==> config.mk <==
export PLATFORM = sky130hd
export DESIGN_NAME = cache_top
export DESIGN_NICKNAME = d
export VERILOG_FILES = /design/src/cache_pkg.sv /design/src/cache_ctrl_fsm.sv /design/src/cache_top.sv /design/src/line_store.sv /design/src/victim_select.sv
export SDC_FILE = /design/constraint.sdc
export NUM_CORES = 2
export LEC_CHECK = 0
export ABC_AREA = 1
export BUFFER_PORTS_ARGS = -buffer_cell sky130_fd_sc_hd__buf_2
export CAP_MARGIN = 25
export CORE_ASPECT_RATIO = 0.75
export CORE_MARGIN = 10
export CORE_UTILIZATION = 35
export DETAILED_ROUTE_END_ITERATION = 8
export MAX_ROUTING_LAYER = met4
export PLACE_DENSITY = 0.6
export SYNTH_ARGS = -nofsm -noshare
export SYNTH_HDL_FRONTEND = slang
export SYNTH_SLANG_ARGS = --single-unit
==> constraint.sdc <==
create_clock -name clk -period 4.3 [get_ports clk]
set_clock_uncertainty 0.15 [all_clocks]
set_input_delay 0.215 -clock clk [delete_from_list [all_inputs] [get_ports clk]]
set_output_delay 0.215 -clock clk [all_outputs]
set_load 0.005 [all_outputs]
==> src/cache_pkg.sv <==
// cache package with the shared widths, way count and controller state encoding
package cache_pkg;

	// ====================
	// processor side
	// ====================

	// word address, byte offset already stripped
	localparam int addr_w = 30;
	localparam int word_w = 32;

	// ====================
	// line geometry
	// ====================

	localparam int words_per_line = 4;
	// selects a word inside a line
	localparam int offset_w = 2;
	localparam int line_w = word_w * words_per_line;
	// tag is the whole line address, fully associative
	localparam int tag_w = addr_w - offset_w;

	// ====================
	// ways
	// ====================

	localparam int num_ways = 8;
	localparam int way_w = 3;

	// controller states
	// init clears valid and dirty, compare serves hits
	// write back flushes a dirty victim, allocate fills from memory
	typedef enum logic [1:0] {
		st_init,
		st_compare,
		st_write_back,
		st_allocate
	} cache_state_t;

endpackage

==> src/cache_ctrl_fsm.sv <==
// cache controller FSM, sequences write-back and allocate on a miss and drives stall
`timescale 1ns/1ps

module cache_ctrl_fsm import cache_pkg::*; (
	input  logic clk,
	input  logic proc_reset,
	input  logic proc_read,
	input  logic proc_write,
	input  logic hit,
	input  logic victim_dirty,
	input  logic mem_ready,
	output logic proc_stall,
	output logic mem_read,
	output logic mem_write,
	output logic invalidate_all,
	output logic word_write,
	output logic in_write_back,
	output logic fill,
	output logic advance
);

	cache_state_t state;
	cache_state_t state_next;

	// any processor access this cycle
	logic request;
	// compare cycle that completes without memory
	logic serve;

	assign request = proc_read | proc_write;
	assign serve   = (state == st_compare) && (hit || !request);

	// ====================
	// state register
	// ====================
	always_ff @(posedge clk) begin
		if (proc_reset) begin
			state <= st_init;
		end else begin
			state <= state_next;
		end
	end

	// ====================
	// next state
	// ====================
	always_comb begin
		state_next = state;
		case (state)
			// one cycle to wipe the tags
			st_init: begin
				state_next = st_compare;
			end
			st_compare: begin
				// miss, flush the victim first if it holds dirty data
				if (request && !hit) begin
					state_next = victim_dirty ? st_write_back : st_allocate;
				end
			end
			// hold until memory takes the line
			st_write_back: begin
				if (mem_ready) begin
					state_next = st_allocate;
				end
			end
			// hold until the new line arrives, then retry the compare
			st_allocate: begin
				if (mem_ready) begin
					state_next = st_compare;
				end
			end
			default: begin
				state_next = st_init;
			end
		endcase
	end

	// ====================
	// outputs
	// ====================

	// stall everywhere except a hit or an idle compare
	assign proc_stall = !serve;

	// memory requests follow the state, dropped one cycle after ready
	assign mem_write = (state == st_write_back);
	assign mem_read  = (state == st_allocate);

	// line store strobes
	assign invalidate_all = (state == st_init);
	assign word_write     = (state == st_compare) && hit && proc_write;
	assign in_write_back  = (state == st_write_back);
	assign fill           = (state == st_allocate) && mem_ready;
	// pointer steps together with the fill
	assign advance        = fill;

endmodule

==> src/cache_top.sv <==
// cache top, ties the miss controller, line store and victim picker together
`timescale 1ns/1ps

module cache_top import cache_pkg::*; (
	input  logic                clk,
	input  logic                proc_reset,
	// processor side
	input  logic                proc_read,
	input  logic                proc_write,
	input  logic [addr_w-1:0]   proc_addr,
	input  logic [word_w-1:0]   proc_wdata,
	output logic [word_w-1:0]   proc_rdata,
	output logic                proc_stall,
	// memory side
	output logic                mem_read,
	output logic                mem_write,
	output logic [tag_w-1:0]    mem_addr,
	output logic [line_w-1:0]   mem_wdata,
	input  logic [line_w-1:0]   mem_rdata,
	input  logic                mem_ready
);

	// store status toward controller and picker
	logic                hit;
	logic                victim_dirty;
	logic [num_ways-1:0] valid_bits;

	// controller strobes
	logic                invalidate_all;
	logic                word_write;
	logic                in_write_back;
	logic                fill;
	logic                advance;

	// replacement choice
	logic [way_w-1:0]    victim_way;

	// ====================
	// miss controller
	// ====================
	cache_ctrl_fsm u_ctrl (
		.clk            (clk),
		.proc_reset     (proc_reset),
		.proc_read      (proc_read),
		.proc_write     (proc_write),
		.hit            (hit),
		.victim_dirty   (victim_dirty),
		.mem_ready      (mem_ready),
		.proc_stall     (proc_stall),
		.mem_read       (mem_read),
		.mem_write      (mem_write),
		.invalidate_all (invalidate_all),
		.word_write     (word_write),
		.in_write_back  (in_write_back),
		.fill           (fill),
		.advance        (advance)
	);

	// lowest invalid way, else round robin
	victim_select u_victim (
		.clk        (clk),
		.proc_reset (proc_reset),
		.valid_bits (valid_bits),
		.advance    (advance),
		.victim_way (victim_way)
	);

	// ====================
	// tag and data arrays
	// ====================
	line_store u_store (
		.clk            (clk),
		.proc_reset     (proc_reset),
		.proc_addr      (proc_addr),
		.proc_wdata     (proc_wdata),
		.proc_read      (proc_read),
		.proc_write     (proc_write),
		.invalidate_all (invalidate_all),
		.word_write     (word_write),
		.in_write_back  (in_write_back),
		.fill           (fill),
		.victim_way     (victim_way),
		.mem_rdata      (mem_rdata),
		.hit            (hit),
		.victim_dirty   (victim_dirty),
		.valid_bits     (valid_bits),
		.proc_rdata     (proc_rdata),
		.mem_addr       (mem_addr),
		.mem_wdata      (mem_wdata)
	);

endmodule

==> src/line_store.sv <==
// line store, valid/dirty/tag/data arrays with hit detect, word merge, fill and flush
`timescale 1ns/1ps

module line_store import cache_pkg::*; (
	input  logic                clk,
	input  logic                proc_reset,
	// processor request
	input  logic [addr_w-1:0]   proc_addr,
	input  logic [word_w-1:0]   proc_wdata,
	input  logic                proc_read,
	input  logic                proc_write,
	// controller strobes
	input  logic                invalidate_all,
	input  logic                word_write,
	input  logic                in_write_back,
	input  logic                fill,
	input  logic [way_w-1:0]    victim_way,
	input  logic [line_w-1:0]   mem_rdata,
	// status
	output logic                hit,
	output logic                victim_dirty,
	output logic [num_ways-1:0] valid_bits,
	// data paths
	output logic [word_w-1:0]   proc_rdata,
	output logic [tag_w-1:0]    mem_addr,
	output logic [line_w-1:0]   mem_wdata
);

	// ====================
	// storage
	// ====================
	logic [num_ways-1:0] valid;
	logic [num_ways-1:0] dirty;
	logic [tag_w-1:0]    tag  [num_ways];
	logic [word_w-1:0]   data [num_ways][words_per_line];

	// request split into line address and word offset
	logic [tag_w-1:0]    req_tag;
	logic [offset_w-1:0] req_offset;

	logic [num_ways-1:0] way_hit;
	logic [way_w-1:0]    hit_way;

	assign req_tag    = proc_addr[addr_w-1:offset_w];
	assign req_offset = proc_addr[offset_w-1:0];

	// ====================
	// tag compare
	// ====================
	always_comb begin
		for (int i = 0; i < num_ways; i++) begin
			way_hit[i] = valid[i] && (tag[i] == req_tag);
		end
	end

	// tags are unique among valid ways, at most one bit set
	always_comb begin
		hit_way = '0;
		for (int i = 0; i < num_ways; i++) begin
			if (way_hit[i]) begin
				hit_way = way_w'(i);
			end
		end
	end

	// no request, no hit
	assign hit = (proc_read | proc_write) && (|way_hit);

	// word read, valid only when hit is high
	assign proc_rdata = data[hit_way][req_offset];

	assign valid_bits   = valid;
	assign victim_dirty = dirty[victim_way];

	// ====================
	// memory side
	// ====================
	// victim tag while flushing, else the missing line address
	assign mem_addr = in_write_back ? tag[victim_way] : req_tag;

	// word 0 sits in the low bits of the line
	always_comb begin
		for (int k = 0; k < words_per_line; k++) begin
			mem_wdata[k*word_w +: word_w] = data[victim_way][k];
		end
	end

	// ====================
	// valid and dirty
	// ====================
	always_ff @(posedge clk) begin
		if (proc_reset || invalidate_all) begin
			valid <= '0;
			dirty <= '0;
		end else if (fill) begin
			// fresh line, clean
			valid[victim_way] <= 1'b1;
			dirty[victim_way] <= 1'b0;
		end else if (word_write) begin
			dirty[hit_way] <= 1'b1;
		end else if (in_write_back) begin
			// victim is clean once its line is handed to memory
			dirty[victim_way] <= 1'b0;
		end
	end

	// ====================
	// tag and data update
	// ====================
	always_ff @(posedge clk) begin
		if (fill) begin
			tag[victim_way] <= req_tag;
			for (int k = 0; k < words_per_line; k++) begin
				data[victim_way][k] <= mem_rdata[k*word_w +: word_w];
			end
		end else if (word_write) begin
			// merge one word, the rest of the line stays
			data[hit_way][req_offset] <= proc_wdata;
		end
	end

endmodule

==> src/victim_select.sv <==
// victim picker choosing the first invalid way or else a round-robin pointer
`timescale 1ns/1ps

module victim_select import cache_pkg::*; (
	input  logic                clk,
	input  logic                proc_reset,
	input  logic [num_ways-1:0] valid_bits,
	input  logic                advance,
	output logic [way_w-1:0]    victim_way
);

	logic [way_w-1:0] rr_ptr;
	logic [way_w-1:0] first_invalid;
	logic             any_invalid;

	assign any_invalid = ~&valid_bits;

	// priority encode scanning from the top so the lowest invalid way wins
	always_comb begin
		first_invalid = '0;
		for (int i = num_ways - 1; i >= 0; i--) begin
			if (!valid_bits[i]) begin
				first_invalid = way_w'(i);
			end
		end
	end

	assign victim_way = any_invalid ? first_invalid : rr_ptr;

	// ====================
	// round robin pointer
	// ====================
	// only moves when a full cache had to evict
	always_ff @(posedge clk) begin
		if (proc_reset) begin
			rr_ptr <= '0;
		end else if (advance && !any_invalid) begin
			if (rr_ptr == way_w'(num_ways - 1)) begin
				rr_ptr <= '0;
			end else begin
				rr_ptr <= rr_ptr + way_w'(1);
			end
		end
	end

endmodule
==> results.yml <==
critical_path:
  crit_arrival_ns: 4.08
  crit_required_ns: 3.93
  path_cells: "xnor2_4, nand3b_1, nor2_1, nand2_1, nor2_4, inv_4, nand2_8, nand2_8, buf_16, buf_12, buf_6, nand3_1, nand2_1, nor2_2, nand3_2, nand2_2, nand2_1, inv_1, nand2_1, buf_2"
  rrSetupSlack_ns: 0.22
  worst_path_most_repeated_cell: "nand2_1"
  crit_type: "flip-flop to output port"
  cpMaxStageDelayCell: "edfxtp_1"
  critical_path.max_stage_delay_ns: 0.49
  crit_path_max_fanout: 7
  start_kind: "flip-flop"
  critPathCaptureType: "output port"
global_routing:
  grt_max_degree: 92
  grt_pass1_wl_mm: 412
  grt_pass1_vias: 53817
  track_usage_pct: 29.5
  antenna_found_initial: 33
  grt_overflow: 0
flow_run:
  cap_viol_max_count: 0
route:
  vias: 59174
  via_per_inst: 5.98
  drtIter0Drc: 11266
  drt-wirelength-per-cell_um: 30.7
  routed_wl_mm: 304
  antenna_left: 0
  dr.pass1.iters: 6
  drc: 0
cts:
  cts-buffers-inserted: 137
  root_buffer: "clkbuf_16"
  path_clk_slew_ns: 0.06
  cts_max_path_buffers: 3
  clock_sinks: 1269
  cts_tree: "yes"
  insertion_delay_ns: 0.81
  h-tree-depth: 4
logic_synthesis:
  syn_area_sq_um: 63200
  yosysSeqAreaShare_pct: 59.9
  synth_ff_type: "edfxtp_1"
  synth.distinct_cells: 45
  synth_edf_count: 1248
  avgSynthCellArea_sq_um: 9.50
  synth_nets: 6859
  yosysWarningCount: 0
  synth_seq_cells: 1269
  async_flop_share_pct: 0
  syn_inst: 6658
timing:
  rsz0062_at_grt: "yes"
  report.final.slew_viol_count: 0
  max_freq_mhz: 225
  slew_headroom_pct: 40.6
  finalSetupViolCount: 26
  tightest_slew_ns: 0.891
  layout_setup_ws_ns: -0.142
  hold_viol_final: 0
  period_minus_slack_ns: 4.44
  finalCritPeriodShare_pct: 103
cells_and_area:
  area_growth_pct: 27.5
  finalInstanceArea_sq_um: 80600
  final_cell_mix: "nand2_1, edfxtp_1, nand3_1"
  fin_nets: 7575
  drive_gt1_share_pct: 19.9
  layout_commonest_cell: "nand2_1"
  utilization_pct: 44.8
placed_design:
  dpl_worst_slack_ns: 0.0796
  post-dp-hpwl_mm: 191
  post_dp_cell_area_sq_um: 70600
  globalplace.congestion: 1.07
  numPortBuffers: 385
floorplanning:
  dieArea_sq_um: 198000
  die_h_um: 388
  initial_core_util_pct: 35.1
  ios: 386
  chipWidth_um: 511
  num_rows: 135
  design.core.area_sq_um: 180000
status:
  run_status: "finished, violations left"
  violations: "setup timing"
pwr:
  p_seq_share_pct: 49.2
  power_frac_clock_pct: 41.1
  p_sw_w: 0.00709
  p_sw_share_pct: 25.3
  pwr-share-comb_pct: 9.8
  ir_worst_vdd_mv: 0.238
  powerDensity_nw_per_um2: 348
  power_leakage_nw: 32.7
  intPower_w: 0.0209
min_path:
  hp-class: "input port to flip-flop"
## worst max-delay path: cells and delay by family, from the launching register on
family | cells | cell delay, ns
simple gates | 13 | 1.62
xor+xnor | 1 | 0.29
flops | 1 | 0.49
buf+inv | 6 | 0.86
## Yosys cell counts (2+ instances only)
master / number / share of area, %
buf_6: 6 / 0.11
clkbuf_1: 172 / 1.0
a21oi_1: 85 / 0.67
xnor2_1: 29 / 0.40
o21ai_2: 2 / 0.028
inv_2: 54 / 0.32
edfxtp_1: 1248 / 59
nand2_2: 5 / 0.049
nand3b_1: 46 / 0.55
buf_4: 19 / 0.23
nor2_4: 4 / 0.071
buf_1: 37 / 0.22
a211oi_1: 3 / 0.036
o21ai_1: 16 / 0.13
dfxtp_1: 21 / 0.66
buf_2: 214 / 1.7
inv_1: 615 / 3.7
o21ai_0: 191 / 1.5
ha_1: 6 / 0.12
a22o_1: 78 / 1.1
nor3_1: 3 / 0.024
nor2_2: 5 / 0.049
xor2_1: 11 / 0.15
nand4_1: 244 / 2.4
nand3_1: 947 / 7.5
clkinv_1: 2 / 0.012
nand2_4: 3 / 0.053
o22ai_1: 117 / 1.2
nor2_1: 333 / 2.0
o221ai_1: 2 / 0.028
nand3_2: 4 / 0.063
nand2_1: 1869 / 11
o21a_1: 5 / 0.059
o211ai_1: 4 / 0.047
a221oi_1: 248 / 3.4
## state kept, by name (all words and copies together), names as in the netlist
| name | flops |
|---|---|
| u_victim.rr_ptr | 3 |
| u_ctrl.state | 2 |
| u_store.dirty | 8 |
| u_store.data | 1024 |
| u_store.tag | 224 |
| u_store.valid_bits | 8 |
## timing repair
item                                    4_1_cts  5_1_grt
buffers inserted                             41       47
pin swaps                                    52      166
hold endpoints to repair                   1269        0
gates resized for setup                     202      337
hold buffers                                163        0
cloned                                       33       27
endpoints found under the setup margin       77      147
## power groups by stage
stage	clock network, W	registers [W]	logic [W]
floorplan	0	0.0140	0.00104
global route	0.0121	0.0138	0.00287
global placement	0	0.0140	0.00243
detailed placement	0	0.0140	0.00244
finish	0.0115	0.0138	0.00273
CTS	0.0116	0.0138	0.00259
## layout make-up
class                           instances  area [sq um]
Inverter                              671          2620
Antenna cell                           28          70.1
Tap cell                             2397          3000
Sequential cell                      1269         37900
Clock buffer                          165          3660
Fill cell                           16810         99400
Clock inverter                         64           538
Timing Repair Buffer                 1022         10500
Multi-Input combinational cell       4273         22300
## final timing paths
path / start / end / depth (start not counted)
setup / recovery: u_store.tag[4][8]$_DFFE_PP_ / proc_rdata[29] / 20
hold / removal: proc_read / u_ctrl.state[1]$_SDFFE_PP0P_ / 5
setup reg to reg: u_store.tag[4][8]$_DFFE_PP_ / u_store.data[6][83]$_DFFE_PP_ / 15
hold reg to reg: u_store.dirty[2]$_SDFFE_PP0P_ / u_store.dirty[2]$_SDFFE_PP0P_ / 2
## routing by layer
metal / wire length [um] / vias to the layer above / track usage, %
met5: 0 / - / -
met4: 21400 / 0 / 16.6
met3: 46600 / 973 / 9.60
met2: 125000 / 4974 / 40.8
met1: 111000 / 28399 / 37.8
li1: - / 24828 / -
## logic make-up after synthesis
family / Yosys count / share of synthesized area, %
and+or+nand+nor: 3468 / 23.9
DFF: 1269 / 59.9
adders and majority gates: 6 / 0.119
AOI/OAI and AO/OA: 756 / 8.24
xor gates and xnor gates: 40 / 0.554
buffers and inverters: 1119 / 7.25
## per-stage QoR
| stage | TNS, ns | power, W | hold slack, ns | instances |
|---|---|---|---|---|
| floorplan | 0 | 0.0151 | 0.134 | 6658 |
| global placement | 0 | 0.0165 | 0.304 | 9327 |
| detailed placement | 0 | 0.0165 | 0.311 | 9328 |
| CTS | -0.437 | 0.0279 | 0.00608 | 9794 |
| global route | -4.45 | 0.0287 | 0.0377 | 9883 |
| finish | -1.16 | 0.0280 | 0.0438 | 9889 |
No activity file was read; power rests on OpenSTA's default activity.
